[src/alu_config.svh]
`ifndef ALU_CONFIG_SVH
`define ALU_CONFIG_SVH

// Data path width of the execute path
// Decode still assumes the RV32 instruction encodings
`define XLEN 32

// Destination tag carried alongside each item, wide enough for x0..x31
`define TAG_W 5

// Shift amount taken from the low bits of the second operand
`define SHAMT_W 5

`endif

[src/alu_pkg.sv]
`include "alu_config.svh"

package alu_pkg;

    // Result select for the ALU output mux
    typedef enum logic [1:0] {
        ALU_ADD_SUB,
        ALU_LOGIC,
        ALU_SLT,
        ALU_SHIFT
    } alu_op_t;

    // RV32I funct3 codes of the OP and OP-IMM groups
    typedef enum logic [2:0] {
        ADD_fn3  = 3'b000, // ADD/SUB, ADDI
        SLL_fn3  = 3'b001,
        SLT_fn3  = 3'b010,
        SLTU_fn3 = 3'b011,
        XOR_fn3  = 3'b100,
        SR_fn3   = 3'b101, // SRL/SRA, funct7 bit 5 picks arithmetic
        OR_fn3   = 3'b110,
        AND_fn3  = 3'b111
    } fn3_t;

    // Major opcodes handled by this path, anything else is illegal
    typedef enum logic [6:0] {
        OP     = 7'b0110011, // Register-register
        OP_IMM = 7'b0010011  // Register-immediate
    } opcode_t;

    // One request as it enters the pipeline
    typedef struct packed {
        logic [31:0]        instr; // Raw instruction word
        logic [`XLEN-1:0]   rs1;   // Source register values, read elsewhere
        logic [`XLEN-1:0]   rs2;
        logic [`TAG_W-1:0]  tag;   // Destination tag, passed through untouched
    } issue_t;

    // Decoded operands and controls handed to the ALU stage
    typedef struct packed {
        logic [`XLEN:0]     in1;      // Top bit is the sign or zero extension for SLT/SLTU
        logic [`XLEN:0]     in2;
        logic               subtract; // SUB, SLT and SLTU use the subtractor
        logic               arith;    // Sign fill for SRA/SRAI
        logic               lshift;   // Left shift for SLL/SLLI
        fn3_t               fn3;
        alu_op_t            op;
        logic               illegal;
        logic [`TAG_W-1:0]  tag;
    } alu_inputs_t;

    // Finished result with its tag
    typedef struct packed {
        logic [`XLEN-1:0]   rd;
        logic [`TAG_W-1:0]  tag;
        logic               illegal; // rd is zero when set
    } alu_result_t;

endpackage

[src/alu_decode.sv]
`include "alu_config.svh"

module alu_decode (
    input  logic                 clk,
    input  logic                 rst,
    input  logic                 issue_valid,
    output logic                 issue_ready,
    input  alu_pkg::issue_t      issue,
    output logic                 dec_valid,
    input  logic                 dec_ready,
    output alu_pkg::alu_inputs_t dec_out
);
    import alu_pkg::*;

    logic [6:0]       opcode;  // Instruction fields
    logic [6:0]       funct7;
    fn3_t             fn3;
    logic             is_op;
    logic             is_imm;
    logic             f7_ok;   // funct7 is a legal encoding for this funct3
    logic [`XLEN-1:0] imm;     // Sign-extended I-immediate
    logic [`XLEN-1:0] operand2;
    logic             ext_sign; // Signed extension of the operands for SLT only
    logic             new_request;
    alu_inputs_t      dec_next;

    assign opcode = issue.instr[6:0];
    assign funct7 = issue.instr[31:25];
    assign fn3    = fn3_t'(issue.instr[14:12]);
    assign is_op  = (opcode == OP);
    assign is_imm = (opcode == OP_IMM);
    assign imm    = {{(`XLEN-12){issue.instr[31]}}, issue.instr[31:20]};

    assign operand2 = is_op ? issue.rs2 : imm; // OP-IMM takes the immediate as in2
    assign ext_sign = (fn3 == SLT_fn3);

    // Legal funct7 values depend on funct3 and on the opcode group
    always_comb begin
        case (fn3)
            SLL_fn3 : f7_ok = (funct7 == 7'b0000000);       // SLL and SLLI alike
            SR_fn3  : f7_ok = (funct7 == 7'b0000000) || (funct7 == 7'b0100000);
            ADD_fn3 : f7_ok = is_imm || (funct7 == 7'b0000000) || (funct7 == 7'b0100000);
            default : f7_ok = is_imm || (funct7 == 7'b0000000); // Immediate bits for OP-IMM
        endcase
    end

    always_comb begin
        dec_next.in1 = {ext_sign & issue.rs1[`XLEN-1], issue.rs1};
        dec_next.in2 = {ext_sign & operand2[`XLEN-1], operand2};
        // SLT/SLTU read the borrow, SUB only exists in the OP group
        dec_next.subtract = (fn3 == SLT_fn3) || (fn3 == SLTU_fn3) ||
                            (is_op && (fn3 == ADD_fn3) && issue.instr[30]);
        dec_next.arith    = (fn3 == SR_fn3) && issue.instr[30]; // SRA, SRAI
        dec_next.lshift   = (fn3 == SLL_fn3);
        dec_next.fn3      = fn3;
        case (fn3)
            ADD_fn3           : dec_next.op = ALU_ADD_SUB;
            SLL_fn3, SR_fn3   : dec_next.op = ALU_SHIFT;
            SLT_fn3, SLTU_fn3 : dec_next.op = ALU_SLT;
            default           : dec_next.op = ALU_LOGIC; // XOR, OR, AND
        endcase
        // Unknown opcode or funct7 is flagged, the ALU stage zeroes the result
        dec_next.illegal = !(is_op || is_imm) || !f7_ok;
        dec_next.tag     = issue.tag;
    end

    // Take a new item when empty or when the held one leaves this cycle
    assign issue_ready = ~dec_valid | (dec_valid & dec_ready);
    assign new_request = issue_valid & issue_ready;

    always_ff @(posedge clk) begin
        if (rst) begin
            dec_valid <= 1'b0;
        end else if (new_request) begin
            dec_valid <= 1'b1;
        end else if (dec_ready) begin
            dec_valid <= 1'b0; // Held item went downstream with nothing behind it
        end
    end

    // Payload register, only meaningful while dec_valid is high
    always_ff @(posedge clk) begin
        if (new_request) begin
            dec_out <= dec_next;
        end
    end

    // Decoded item must hold still until the ALU stage takes it
    dec_out_stable : assert property (@(posedge clk) disable iff (rst)
        (dec_valid && !dec_ready) |=> (dec_valid && $stable(dec_out)))
        else $error("decode output changed while stalled");

endmodule

[src/alu_pipeline_top.sv]
`include "alu_config.svh"

module alu_pipeline_top (
    input  logic                 clk,
    input  logic                 rst,
    input  logic                 issue_valid,
    output logic                 issue_ready,
    input  alu_pkg::issue_t      issue,
    output logic                 result_valid,
    input  logic                 result_ready,
    output alu_pkg::alu_result_t result
);
    import alu_pkg::*;

    logic        dec_valid;  // Decode to ALU boundary
    logic        dec_ready;
    alu_inputs_t dec_out;
    logic        ex_valid;   // ALU to writeback boundary
    logic        ex_ready;
    alu_result_t ex_out;

    alu_decode alu_decode_inst (
        .clk         (clk),
        .rst         (rst),
        .issue_valid (issue_valid),
        .issue_ready (issue_ready),
        .issue       (issue),
        .dec_valid   (dec_valid),
        .dec_ready   (dec_ready),
        .dec_out     (dec_out)
    );

    alu_unit alu_unit_inst (
        .clk       (clk),
        .rst       (rst),
        .dec_valid (dec_valid),
        .dec_ready (dec_ready),
        .dec_out   (dec_out),
        .ex_valid  (ex_valid),
        .ex_ready  (ex_ready),
        .ex_out    (ex_out)
    );

    // Final stage drives the top-level result port directly
    alu_writeback alu_writeback_inst (
        .clk          (clk),
        .rst          (rst),
        .ex_valid     (ex_valid),
        .ex_ready     (ex_ready),
        .ex_out       (ex_out),
        .result_valid (result_valid),
        .result_ready (result_ready),
        .result       (result)
    );

endmodule

[src/alu_unit.sv]
`include "alu_config.svh"

module alu_unit (
    input  logic                 clk,
    input  logic                 rst,
    input  logic                 dec_valid,
    output logic                 dec_ready,
    input  alu_pkg::alu_inputs_t dec_out,
    output logic                 ex_valid,
    input  logic                 ex_ready,
    output alu_pkg::alu_result_t ex_out
);
    import alu_pkg::*;

    alu_inputs_t      alu_inputs;     // Operation held for the writeback stage
    logic             done;           // A finished result is waiting
    logic             accepted;       // Writeback takes the result this cycle
    logic             new_request;
    logic [`XLEN:0]   add_sub_result; // Extra bit gives the SLT/SLTU answer
    logic [`XLEN-1:0] logic_result;
    logic [`XLEN-1:0] shifter_result;
    logic [`XLEN-1:0] rd;

    // The handshake of this stage follows the issue/accept pattern
    assign accepted    = done & ex_ready;
    assign dec_ready   = ~done | accepted;
    assign new_request = dec_valid & dec_ready;

    always_ff @(posedge clk) begin
        if (rst) begin
            done <= 1'b0;
        end else if (new_request) begin
            done <= 1'b1; // Back-to-back items keep done set
        end else if (accepted) begin
            done <= 1'b0;
        end
    end

    always_ff @(posedge clk) begin
        if (new_request) begin
            alu_inputs <= dec_out;
        end
    end

    // Operands arrive already extended, so one subtractor serves SLT and SLTU
    assign add_sub_result = alu_inputs.subtract ? alu_inputs.in1 - alu_inputs.in2
                                                : alu_inputs.in1 + alu_inputs.in2;

    always_comb begin
        case (alu_inputs.fn3)
            XOR_fn3 : logic_result = alu_inputs.in1[`XLEN-1:0] ^ alu_inputs.in2[`XLEN-1:0];
            OR_fn3  : logic_result = alu_inputs.in1[`XLEN-1:0] | alu_inputs.in2[`XLEN-1:0];
            default : logic_result = alu_inputs.in1[`XLEN-1:0] & alu_inputs.in2[`XLEN-1:0];
        endcase
    end

    barrel_shifter shifter (
        .shifter_input  (alu_inputs.in1[`XLEN-1:0]),
        .shift_amount   (alu_inputs.in2[`SHAMT_W-1:0]), // Upper immediate bits are ignored
        .arith          (alu_inputs.arith),
        .lshift         (alu_inputs.lshift),
        .shifted_result (shifter_result)
    );

    // Result mux
    always_comb begin
        case (alu_inputs.op)
            ALU_ADD_SUB : rd = add_sub_result[`XLEN-1:0];
            ALU_LOGIC   : rd = logic_result;
            ALU_SLT     : rd = {{(`XLEN-1){1'b0}}, add_sub_result[`XLEN]};
            default     : rd = shifter_result; // ALU_SHIFT
        endcase
        if (alu_inputs.illegal) begin
            rd = '0; // Illegal items leave with a zero result
        end
    end

    assign ex_valid       = done;
    assign ex_out.rd      = rd;
    assign ex_out.tag     = alu_inputs.tag;
    assign ex_out.illegal = alu_inputs.illegal;

    // A waiting result must not be overwritten by a new item
    held_until_accepted : assert property (@(posedge clk) disable iff (rst)
        (done && !ex_ready) |=> (done && $stable(alu_inputs)))
        else $error("ALU item replaced before writeback accepted it");

endmodule

[src/alu_writeback.sv]
`include "alu_config.svh"

module alu_writeback (
    input  logic                 clk,
    input  logic                 rst,
    input  logic                 ex_valid,
    output logic                 ex_ready,
    input  alu_pkg::alu_result_t ex_out,
    output logic                 result_valid,
    input  logic                 result_ready,
    output alu_pkg::alu_result_t result
);

    logic load; // ALU result transfers into the output register

    // Accepting here is what releases the ALU stage
    assign ex_ready = ~result_valid | (result_valid & result_ready);
    assign load     = ex_valid & ex_ready;

    always_ff @(posedge clk) begin
        if (rst) begin
            result_valid <= 1'b0;
        end else if (load) begin
            result_valid <= 1'b1;
        end else if (result_ready) begin
            result_valid <= 1'b0; // Consumer took the last item
        end
    end

    // Registered copy cuts the ALU's combinational path from the consumer
    always_ff @(posedge clk) begin
        if (load) begin
            result <= ex_out;
        end
    end

    // The consumer sees one steady value until it takes it
    result_stable : assert property (@(posedge clk) disable iff (rst)
        (result_valid && !result_ready) |=> (result_valid && $stable(result)))
        else $error("result changed under back-pressure");

endmodule

[src/barrel_shifter.sv]
`include "alu_config.svh"

module barrel_shifter (
    input  logic [`XLEN-1:0]    shifter_input,
    input  logic [`SHAMT_W-1:0] shift_amount,
    input  logic                arith,
    input  logic                lshift,
    output logic [`XLEN-1:0]    shifted_result
);

    logic [`XLEN-1:0] shift_in;  // Input, bit-reversed for left shifts
    logic [`XLEN:0]   extended;  // One extra bit carries the fill value
    logic [`XLEN-1:0] shift_out; // Output of the single right shifter

    // Reversing the bits turns a left shift into a right shift
    always_comb begin
        for (int i = 0; i < `XLEN; i++) begin
            shift_in[i] = lshift ? shifter_input[`XLEN-1-i] : shifter_input[i];
        end
    end

    // Fill with the sign bit for SRA, zeros otherwise
    assign extended  = {arith & shift_in[`XLEN-1], shift_in};
    assign shift_out = `XLEN'($signed(extended) >>> shift_amount);

    // Undo the reversal on the way out
    always_comb begin
        for (int i = 0; i < `XLEN; i++) begin
            shifted_result[i] = lshift ? shift_out[`XLEN-1-i] : shift_out[i];
        end
    end

endmodule

[config.mk]
export PLATFORM = sky130hd
export DESIGN_NAME = alu_pipeline_top
export DESIGN_NICKNAME = d
export VERILOG_FILES = /design/src/alu_pkg.sv /design/src/alu_decode.sv /design/src/alu_pipeline_top.sv /design/src/alu_unit.sv /design/src/alu_writeback.sv /design/src/barrel_shifter.sv
export VERILOG_INCLUDE_DIRS = /design/src
export SDC_FILE = /design/constraint.sdc
export NUM_CORES = 1
export LEC_CHECK = 0
export BUFFER_PORTS_ARGS = -buffer_cell sky130_fd_sc_hd__buf_2
export CAP_MARGIN = 20
export CORE_MARGIN = 2
export CORE_UTILIZATION = 55
export CTS_CLUSTER_SIZE = 8
export DETAILED_ROUTE_END_ITERATION = 8
export PLACE_DENSITY = 0.85
export SYNTH_ARGS = -nofsm -noshare
export SYNTH_HDL_FRONTEND = slang
export SYNTH_HIERARCHICAL = 1
export SYNTH_SLANG_ARGS = --single-unit
[constraint.sdc]
create_clock -name clk -period 4.4 [get_ports clk]
set_clock_uncertainty 0.2 [all_clocks]
set_input_delay 0 -clock clk [delete_from_list [all_inputs] [get_ports clk]]
set_output_delay 0 -clock clk [all_outputs]
set_load 0.005 [all_outputs]
==> impl_results.md, run 1 <==
- Critical Path AT: 4.26 ns
- CTS sink cnt: 201
- Hold Crit Class: in2reg
- First-pass DRT Iterations: 7
- Placed Area: 16400 um^2
- DP HPWL: 35.0 mm
- Share of cells above drive strength 1: 19.0%
- Final setup viols: 0
- Placeable core region: 27800 um^2
- Clock root buffer: clkbuf_16
- Total via count in the routed design: 13873
- Die width: 172 um
- Worst skew pair latency: 0.55 ns
- Final period utilization: 94.7%
- Fillers: 2084
- First-pass GRT wire length: 80.5 mm
- Post-route worst setup slack: 0.232 ns
- GRT overflow: 0
- Main combinational cell family by area after synthesis: compound AO/OA/AOI/OAI gates
- MaxCap Viol Count: 0
- Post-place setup slack: 0.293 ns
- Synth Area in Compound Gates: 18.2%
- Simple-gate share of the synthesized area: 11.5%
- Largest net degree at the start of global routing: 70
- Mean Syn Cell Area: 10.2 um^2
- # IOs: 145
- Multi-input logic area: 8610 um^2
- Status: complete, no violations
- Final non-filler cell total: 2148
- Post-Syn Instances: 1527
- Hold slack: 0.0116 ns
- Routed WL: 53.2 mm
- Via count of the first global-routing pass: 13628
- Top achievable clock speed: 0.240 GHz
- HP Start: issue[45]
- PwrDens: 303 nW/um^2
- Antenna violations before repair: 2
- Area growth from synthesis to layout: 19.5%
- Die ar.: 29600 um^2
- Via/cell ratio: 6.46
- Worst slew pin tran: 0.965 ns
- Crit. Startpoint: alu_unit_inst/alu_inputs[15]
- Storage element area: 6010 um^2
- Pleak: 7.55 nW
- Synthesized Nets: 1730
- FFs w/ async S/R, synth: 0%
- Antenna viol nets, final: 0
- Final Wtd Congestion: 1.01
- Final Hold Viols: 0
- Worst-path clk slew: 0.05 ns
- Post-synth cell types: 94
- Synth Register Bits: 201
- Synth Area in Adders: 7.95%
- Sequential area share after synthesis: 38.7%
- Fin util: 66.7%
- Worst-case clock buffer depth: 3
- Post-synth EDFFs: 198
- Critical path class: reg2reg
- Post-Place Cells: 1979
- Worst Path Max Fanout: 63
- I/O Buffers: 134
- Fin area: 18500 um^2
- CTS tree: done
- Crit path time final: 4.17 ns
- Starting density of the core: 55.8%
- Rows: 61
- Nets: 1959
- Yosys warns: 6
- Most common flop cell mapped by yosys: edfxtp_1
- Critical path endpoint category: register
- CP required: 4.49 ns
- CP max stage cell: buf_4
- Multiplexer share of the synthesized area: 14.3%
- Mapped Area: 15500 um^2
- Critical path launch point type: register
- Num CTS Buffers: 29
- CTS H-tree depth: 1
- Origin of the critical flop-to-flop path: alu_unit_inst/alu_inputs[15]
- DRC viols: 0
- Worst ir drop on vdd: 374 uV
- CP peak stage delay: 0.56 ns
- Initial DRC Count: 1840
- Synth Area in XOR/XNOR: 3.27%
- Final Slew Violations: 0
- Die height: 172 um
- Crit path cell chain: buf_4 -> mux2_2 -> inv_1 -> ha_1 -> nor2b_1 -> o2111ai_1 -> a21oi_1 -> o21ai_0 -> a21oi_1 -> o21ai_0 -> o211ai_1 -> mux2i_1 -> nand2_1
- Average wire per standard cell: 24.8 um
- Relative slew slack: 35.6%
- Total GRT Usage: 36.1%
[stage by stage]
stage	total power, mW	TNS, ns
6_report	5.61	0
5_1_grt	5.79	-0.0229
4_1_cts	5.50	0
3_5_place_dp	3.42	0
3_3_place_gp	3.39	0
2_1_floorplan	3.07	0
[cells by family (layout without fill, tap and decap cells)]
group | Yosys count | after routing
flip-flops | 201 | 201
AO/OA/AOI/OAI | 420 | 420
other | 0 | 1
adder cells (fa/ha/maj) | 98 | 98
XOR/XNOR | 57 | 57
multiplexers | 170 | 170
buffers and inverters | 205 | 447
AND/OR/NAND/NOR | 376 | 376
[critical path: cells and delay by family (launching register included)]
kind            cells  cell delay [ns]
fa+ha+maj           1             0.26
simple gates        2             0.25
buf+inv             2             0.61
mux                 2             0.60
flops               1             0.36
compound gates      6             1.64
[worst paths after layout]
| path | endpoint | slack (ns) | depth (start not counted) |
|---|---|---|---|
| min | alu_decode_inst/dec_out[55] | 0.01 | 2 |
| min reg2reg | alu_unit_inst/alu_inputs[74] | 0.21 | 0 |
| max | alu_writeback_inst/result[35] | 0.23 | 13 |
| max reg2reg | alu_writeback_inst/result[35] | 0.23 | 13 |
[repair_timing]
action                                  in CTS  in global routing
endpoints found under the hold margin       84                  0
endpoints found under the setup margin       0                  8
resized for setup                            0                  6
setup buffers                                0                  1
hold buffers                               123                  0
[where the power goes]
group | internal [mW] | leakage, nW | switching [mW] | total, mW
clock | 1.25 | 0.394 | 0.817 | 2.07
combinational | 0.522 | 5.23 | 0.709 | 1.23
sequential | 2.21 | 1.93 | 0.102 | 2.31
[synthesized netlist by cell type (all sizes together) (14+ instances only)]
cell type	instances	area share (%)
a22oi	23	1.1
nand3	21	0.68
buf	48	2.2
edfxtp	198	38
mux2i	79	5.1
o211ai	35	1.7
nor2	104	2.6
nor3	16	0.55
nand2b	25	1.1
clkbuf	58	1.4
o22ai	27	1.1
mux4	35	5.2
mux2	56	4.1
o21ai	82	2.6
a31oi	26	1.0
inv	98	2.4
nor2b	14	0.56
xnor2	48	2.8
ha	97	7.8
a21o	37	1.8
a21oi	86	2.8
nand2	137	3.3
[layer usage]
metal  part of all wire (%)  track usage (%)  up-vias
li1                       -                -     6177
met4                    5.3             18.3        0
met5                      0                0        -
met1                     38             47.4     6625
met2                     46             57.7      905
met3                     10             6.16      166
[area by class of cell]
type	instances	area share (%)
Tap cell	378	2.55
Sequential cell	201	32.4
Timing Repair Buffer	304	12.2
Inverter	99	2.01
Clock buffer	41	4.16
Clock inverter	3	0.236
Antenna cell	1	0.0135
Multi-Input combinational cell	1121	46.5
[layout by cell type, fill, tap and decap left out, types with 8 or more instances in the layout]
cell	n
a211oi_1	13
a21o_1	37
a21oi_1	85
a22oi_1	23
a31oi_1	26
and2_1	8
and3_1	8
buf_2	134
buf_4	47
clkbuf_1	12
clkbuf_16	29
dlygate4sd3_1	123
edfxtp_1	198
ha_1	97
inv_1	97
mux2_2	56
mux2i_1	79
mux4_2	32
nand2_1	137
nand2b_1	23
nand3_1	21
nand4_1	9
nor2_1	102
nor2b_1	14
nor3_1	14
o211ai_1	35
o21a_1	8
o21ai_0	70
o21ai_1	11
o221ai_1	8
o22ai_1	27
xnor2_1	47
xor2_1	9
[sequential cells by signal, indices dropped and copies added, names as in the netlist]
signal,cells
alu_decode_inst/dec_out,80
alu_unit_inst/alu_inputs,74
alu_writeback_inst/result,38
alu_unit_inst/ex_out,6
alu_decode_inst/dec_valid,1
alu_unit_inst/ex_valid,1
alu_writeback_inst/result_valid,1
Power figures use the tool's default switching activity.
==> inputs of run 2 (changes only) <==
--- a/config.mk
+++ b/config.mk
@@ -7,12 +7,13 @@
 export NUM_CORES = 1
 export LEC_CHECK = 0
 export BUFFER_PORTS_ARGS = -buffer_cell sky130_fd_sc_hd__buf_2
-export CAP_MARGIN = 20
 export CORE_MARGIN = 2
 export CORE_UTILIZATION = 55
+export CTS_BUF_LIST = sky130_fd_sc_hd__clkbuf_16
 export CTS_CLUSTER_SIZE = 8
 export DETAILED_ROUTE_END_ITERATION = 8
 export PLACE_DENSITY = 0.85
+export SKIP_CTS_REPAIR_TIMING = 1
 export SYNTH_ARGS = -nofsm -noshare
 export SYNTH_HDL_FRONTEND = slang
 export SYNTH_HIERARCHICAL = 1
==> run 2 against run 1 <==
The run now ends with negative hold slack left. Design area decreased by 0.84%. Worst setup slack got worse by 0.047 ns. Via count about the same. Clock power decreased by 2%. Sequential power about the same. Register-to-register slack got worse by 0.05 ns. Flip-flop and latch count unchanged. Global-route usage decreased by 3.5 points. Largest cell class unchanged.
==> impl_results.md, run 2 (synthesized netlist as in run 1, its figures left out) <==
- Critical path class: reg2reg
- Hold slack: -0.00982 ns (-0.0214 ns)
- CTS tree: done
- Final Hold Viols: 5 (+5)
- Via count of the first global-routing pass: 12485 (-8.4%)
- Average wire per standard cell: 24.5 um (-1.1%)
- Unrepaired setup endpoints after global routing: true
- Final setup viols: 0 (unchanged)
- Met1 Wirelength: 20.5 mm (+0.49%)
- Highest routed layer: met4
- Most frequent cells in the layout: edfxtp_1 (198), nand2_1 (137), buf_2 (134)
- First-pass DRT Iterations: 6 (-1)
- Reg2Reg Setup Slack: 0.18 ns (-0.05 ns)
- Total via count in the routed design: 13874 (+0.0072%)
- Fin util: 66.1% (-0.56 points)
- Number of flip-flops in the largest register: 80 (unchanged)
- Fillers: 2119 (+1.7%)
- Pleak: 7.54 nW (-0.19%)
- Critical path endpoint category: register
- Die ar.: 29600 um^2 (unchanged)
- Hold EP: alu_decode_inst/dec_out[71]
- Met2 wire length: 24.1 mm (-1.9%)
- Worst-path clk slew: 0.06 ns (about the same)
- Hold path depth: 2 (unchanged)
- Clock root buffer: clkbuf_16
- Crit path time final: 4.22 ns (+0.0472 ns)
- Placeable core region: 27800 um^2 (unchanged)
- Worst skew pair latency: 0.54 ns (about the same)
- Met3 wire length: 5.19 mm (-4.3%)
- Num CTS Buffers: 29 (unchanged)
- Status: finished with violations
- Rows: 61 (unchanged)
- Area growth from synthesis to layout: 18.5%
- Die height: 172 um (unchanged)
- DP HPWL: 35.0 mm (unchanged)
- Hold Crit Class: in2reg
- Violated checks: negative hold slack
- Antenna viol nets, final: 0 (unchanged)
- Top achievable clock speed: 0.237 GHz (-1.1%)
- Relative slew slack: 35.8% (+0.15 points)
- Worst Path Max Fanout: 63 (unchanged)
- Via/cell ratio: 6.50 (+0.71%)
- Multi-input logic area: 8600 um^2 (-0.16%)
- Die width: 172 um (unchanged)
- Routed WL: 52.3 mm (-1.8%)
- Antenna violations before repair: 0 (-2)
- Critical path launch point type: register
- RR Endpoint: alu_writeback_inst/result[35]
- Total GRT Usage: 32.6% (-3.5 points)
- Critical Path AT: 4.31 ns (+0.05 ns)
- FF-to-FF path depth: 13 (unchanged)
- Top flop regs: alu_decode_inst/dec_out: 80 flops, alu_unit_inst/alu_inputs: 74 flops, alu_writeback_inst/result: 38 flops
- CP required: 4.50 ns (about the same)
- Final Slew Violations: 0 (unchanged)
- Origin of the critical flop-to-flop path: alu_unit_inst/alu_inputs[15]
- N_diodes: 0 (-1)
- GRT overflow: 0 (unchanged)
- Worst-case clock buffer depth: 3 (unchanged)
- MaxCap Viol Count: 0 (unchanged)
- Largest net degree at the start of global routing: 70 (unchanged)
- Initial DRC Count: 1689 (-8.2%)
- Most flops, register: alu_decode_inst/dec_out
- Nets: 1945 (-0.71%)
- Storage element area: 6010 um^2 (unchanged)
- CTS H-tree depth: 1 (unchanged)
- Starting density of the core: 55.8% (unchanged)
- PwrDens: 302 nW/um^2 (-0.15%)
- # IOs: 145 (unchanged)
- HP Start: issue[61]
- Final period utilization: 95.8% (+1.1 points)
- Final Wtd Congestion: 1.01 (unchanged)
- Worst ir drop on vdd: 313 uV (-16%)
- Commonest non-fill, non-tap cell in the layout: edfxtp_1
- CTS sink cnt: 201 (unchanged)
- First-pass GRT wire length: 73.3 mm (-9.0%)
- DRC viols: 0 (unchanged)
- I/O Buffers: 134 (unchanged)
- Share of cells above drive strength 1: 19.1% (+0.15 points)
- Worst slew pin tran: 0.963 ns (-0.00219 ns)
[run 2: changes by cell type in the layout (fill, tap and decap cells not counted)]
cell	delta
o22ai_2	+1
clkbuf_1	-12
o22ai_1	-1
inv_1	+12
nor4_2	+2
nor2_2	-1
diode_2	-1
nor4_4	-2
nor2_1	+1
dlygate4sd3_1	-14
[run 2: worst max path at each step]
stage | start | end | slack [ns]
final | alu_unit_inst/alu_inputs[15] | alu_writeback_inst/result[35] | 0.18
after floorplan | alu_unit_inst/alu_inputs[27] | alu_writeback_inst/result[34] | 0.67
after global placement | alu_unit_inst/alu_inputs[34] | alu_writeback_inst/result[37] | 0.29
after global routing | alu_unit_inst/alu_inputs[34] | alu_writeback_inst/result[6] | -0.02
after detailed placement | alu_unit_inst/alu_inputs[16] | alu_writeback_inst/result[37] | 0.29
after CTS | alu_unit_inst/alu_inputs[16] | alu_writeback_inst/result[37] | 0.26
[run 2: critical path, cell delays in order (launching register included)]
cell and delay [ns]:
edfxtp_1 0.38, buf_4 0.59, mux2_2 0.33, inv_1 0.05, ha_1 0.26, nor2b_1 0.18, o2111ai_1 0.17, a21oi_1 0.33
o21ai_0 0.21, a21oi_1 0.38, o21ai_0 0.22, o211ai_1 0.33, mux2i_1 0.25, nand2_1 0.07
[run 2: final cells by class]
| class | instances | share of cell area [%] |
|---|---|---|
| inverters | 99 | 2.02 |
| flip-flops and latches | 201 | 32.7 |
| clock buffers | 29 | 3.95 |
| multi-input cells | 1121 | 46.8 |
| clock inverters | 15 | 0.483 |
| repair buffers | 290 | 11.5 |
| well taps | 378 | 2.57 |
[run 2: metal layers]
layer | up-vias | GRT usage, %
met5 | - | 0
met4 | 0 | 12.2
met3 | 166 | 5.20
met2 | 927 | 51.0
met1 | 6634 | 45.8
li1 | 6147 | -
[run 2: stage by stage]
| stage | TNS, ns | worst slack (ns) | instance area, um^2 | total power, mW | cells |
|---|---|---|---|---|---|
| floorplan | 0 | 0.673 | 15500 | 3.07 | 1527 |
| global route | -0.0283 | -0.0210 | 18400 | 5.73 | 2133 |
| detailed placement | 0 | 0.293 | 16400 | 3.42 | 1979 |
| CTS | 0 | 0.264 | 17300 | 5.39 | 2023 |
| finish | 0 | 0.184 | 18400 | 5.56 | 2133 |
| global placement | 0 | 0.289 | 16400 | 3.39 | 1979 |
[run 2: power by group]
group | internal, mW | total, mW | switching (mW)
registers | 2.21 | 2.31 | 0.100
clock network | 1.22 | 2.03 | 0.807
logic | 0.514 | 1.22 | 0.703
==> inputs of run 3 (changes only) <==
--- a/config.mk
+++ b/config.mk
@@ -6,6 +6,7 @@
 export SDC_FILE = /design/constraint.sdc
 export NUM_CORES = 1
 export LEC_CHECK = 0
+export ABC_AREA = 1
 export BUFFER_PORTS_ARGS = -buffer_cell sky130_fd_sc_hd__buf_2
 export CORE_MARGIN = 2
 export CORE_UTILIZATION = 55
==> run 3 against run 2 <==
The run still ends with negative hold slack left. Fmax increased by 7.4%. Global-route usage decreased by 0.13 points. Critical path depth increased by 8. Sequential power about the same. Critical endpoint is now alu_writeback_inst/result[6]. Largest power group unchanged.
==> impl_results.md, run 3 <==
- First-pass GRT wire length: 70.4 mm (-3.9%)
- Nets: 2330 (+20%)
- Cell taking the most area after synthesis: edfxtp_1
- Synthesized Nets: 2069 (+20%)
- DP HPWL: 35.2 mm (+0.55%)
- Post-Syn Instances: 1866 (+22%)
- GR met1 Demand/Resource: 48.6% (+2.9 points)
- Via/cell ratio: 6.22 (-4.4%)
- Share of cells above drive strength 1: 11.5% (-7.6 points)
- Worst ir drop on vdd: 336 uV (+7.2%)
- Average wire per standard cell: 22.6 um (-7.8%)
- Die height: 167 um (-2.9%)
- Status: finished with violations
- MaxCap Viol Count: 0 (unchanged)
- Reg2Reg Setup Slack: 0.47 ns (+0.29 ns)
- Critical path endpoint category: register
- CP required: 4.56 ns (+0.06 ns)
- Clock root buffer: clkbuf_16
- CTS tree: done
- Final Hold Viols: 4 (-1)
- # IOs: 145 (unchanged)
- Area growth from synthesis to layout: 22.1%
- Final Slew Violations: 0 (unchanged)
- Critical path class: reg2reg
- Top flop regs: alu_decode_inst/dec_out: 80 flops, alu_unit_inst/alu_inputs: 74 flops, alu_writeback_inst/result: 38 flops
- Rows: 59 (-3.3%)
- Final Wtd Congestion: 0.974 (-3.6%)
- Yosys warns: 6 (unchanged)
- Synth top area cells: edfxtp_1 (41%), nand3_1 (14%), nand2_1 (12%), ha_1 (8.3%), inv_1 (5.4%)
- Critical Path AT: 4.09 ns (-0.22 ns)
- Commonest non-fill, non-tap cell in the layout: nand2_1
- Num CTS Buffers: 29 (unchanged)
- RR Endpoint: alu_writeback_inst/result[6]
- Antenna viol nets, final: 0 (unchanged)
- Most frequent cell after synthesis: nand2_1
- Commonest cells post-synth: nand2_1 (454), nand3_1 (415), inv_1 (209), edfxtp_1 (198), ha_1 (97)
- Initial DRC Count: 2735 (+62%)
- Hold EP: alu_decode_inst/dec_out[57]
- Worst Path Max Fanout: 5 (-92%)
- Post-synth EDFFs: 198 (unchanged)
- CTS H-tree depth: 1 (unchanged)
- Post-synth top area share: 40.7% (+2.4 points)
- Mean Syn Cell Area: 7.82 um^2 (-23%)
- Total via count in the routed design: 15395 (+11%)
- Total GRT Usage: 32.4% (-0.13 points)
- Fin area: 17800 um^2 (-3.0%)
- DRC viols: 0 (unchanged)
- Grt met3 use: 4.73% (-0.47 points)
- Final period utilization: 89.2% (-6.6 points)
- Most frequent cells in the layout: nand2_1 (454), nand3_1 (415), inv_1 (221)
- Setup TNS: 0 ns (unchanged)
- Power, Total: 5.47 mW (-1.6%)
- HP Start: issue[47]
- Routed WL: 55.9 mm (+7.0%)
- Antenna violations before repair: 2 (+2)
- First-pass DRT Iterations: 7 (+1)
- Origin of the critical flop-to-flop path: alu_unit_inst/alu_inputs[14]
- Most common flop cell mapped by yosys: edfxtp_1
- Relative slew slack: 21.3% (-14 points)
- Final setup viols: 0 (unchanged)
- Worst slew pin tran: 1.18 ns (+0.216 ns)
- CTS sink cnt: 201 (unchanged)
- Number of flip-flops in the largest register: 80 (unchanged)
- GRT overflow: 0 (unchanged)
- Violated checks: negative hold slack
- Top Usage Layer GRT: met1
- Critical path launch point type: register
- Placeable core region: 26100 um^2 (-6.2%)
- Top achievable clock speed: 0.255 GHz (+7.4%)
- Met2 usage: 48.6% (-2.4 points)
- Post-synth cell types: 46 (-51%)
- Hold slack: -0.0139 ns (-0.00405 ns)
- FF-to-FF path depth: 21 (+8)
- Sequential area share after synthesis: 41.2% (+2.4 points)
- Worst skew pair latency: 0.55 ns (about the same)
- Worst-case clock buffer depth: 3 (unchanged)
- Crit path time final: 3.93 ns (-0.290 ns)
- FFs w/ async S/R, synth: 0% (unchanged)
- Synth Register Bits: 201 (unchanged)
- Mapped Area: 14600 um^2 (-5.9%)
- Die ar.: 27800 um^2 (-5.8%)
- Hold path depth: 2 (unchanged)
- Worst-path clk slew: 0.06 ns (about the same)
- Placed Area: 15400 um^2 (-6.1%)
- Via count of the first global-routing pass: 12247 (-1.9%)
- Die width: 167 um (-2.9%)
- Pleak: 8.15 nW (+8.2%)
- Unrepaired setup endpoints after global routing: false
- PwrDens: 307 nW/um^2 (+1.5%)
- Starting density of the core: 56.0% (+0.17 points)
- Hold Crit Class: in2reg
- I/O Buffers: 134 (unchanged)
- Most flops, register: alu_decode_inst/dec_out
- Largest net degree at the start of global routing: 81 (+16%)
## run 3: cell count changes after synthesis, moves of 23 or more
cell,before,now
a21o_1,37,1
a22oi_1,23,0
clkbuf_1,57,18
inv_1,97,209
mux2_2,56,0
mux2i_1,79,0
mux4_2,32,0
nand2_1,137,454
nand2b_1,24,0
nand3_1,21,415
o22ai_1,27,0
xnor2_1,47,0
## run 3: metrics by stage
| step | hold WS (ns) | cells | setup slack, ns | utilization [%] |
|---|---|---|---|---|
| finish | -0.0139 | 2475 | 0.474 | 68.4 |
| global route | -0.00410 | 2475 | 0.247 | 68.4 |
| CTS | -0.580 | 2316 | 0.730 | 62.3 |
| detailed placement | -0.0219 | 2273 | 0.731 | 59.2 |
| global placement | -0.0236 | 2273 | 0.764 | 59.2 |
| floorplan | -0.138 | 1866 | 0.854 | - |
## run 3: logic make-up (layout without fill, tap and decap cells)
kind of cell	count (synthesis)	count (layout)	share of synthesized area, %
AO/OA/AOI/OAI	213	213	8.39
XOR/XNOR	31	31	1.86
adder cells (fa/ha/maj)	98	98	8.45
buffers and inverters	303	576	8.79
flip-flops	201	201	41.2
other	0	1	0
AND/OR/NAND/NOR	1020	1020	31.3
## run 3: routing by layer
metal  vias up  share of wire [%]
met3       298                 13
met5         -              0.021
met1      6955                 38
met4         2                6.6
li1       6844                  -
met2      1296                 43
## run 3: area by class of cell
type                            count  area (um^2)
Multi-Input combinational cell   1362         7340
Clock inverter                     14         78.8
Tap cell                          335          419
Sequential cell                   201         6010
Fill cell                        1945         8240
Inverter                          220          826
Clock buffer                       29          726
Timing Repair Buffer              313         2420
Antenna cell                        1         2.50
## run 3: where the power goes
part | leakage (nW) | internal, mW | switching [mW]
combinational | 5.81 | 0.394 | 0.720
clock | 0.437 | 1.22 | 0.839
sequential | 1.91 | 2.21 | 0.0869
total | 8.15 | 3.82 | 1.65
## run 3: worst max-delay path by stage
stage | depth (start not counted) | to | startpoint | slack (ns)
final | 21 | alu_writeback_inst/result[6] | alu_unit_inst/alu_inputs[14] | 0.47
after global routing | 20 | alu_writeback_inst/result[34] | alu_unit_inst/alu_inputs[14] | 0.25
after CTS | 19 | alu_writeback_inst/result[34] | alu_unit_inst/alu_inputs[14] | 0.73
after detailed placement | 19 | alu_writeback_inst/result[34] | alu_unit_inst/alu_inputs[14] | 0.73
after global placement | 19 | alu_writeback_inst/result[23] | alu_unit_inst/alu_inputs[14] | 0.76
after floorplan | 5 | alu_decode_inst/dec_out[0] | alu_writeback_inst/result_valid | 0.85
## run 3: worst max-delay path: stages, from the launching register on
cell      delay (ns)
edfxtp_1        0.42
inv_1           0.16
ha_1            0.21
nand3_2         0.14
nor2_2          0.19
nand3_2         0.10
nand2_2         0.16
o21a_4          0.20
o21ai_0         0.14
xor2_1          0.20
inv_1           0.11
ha_1            0.40
nand2_1         0.12
nor2_1          0.20
nand2_1         0.11
inv_1           0.07
nand2_1         0.05
nand2_1         0.08
a21oi_1         0.05
nand2_1         0.06
nand3_1         0.12
a21oi_1         0.24
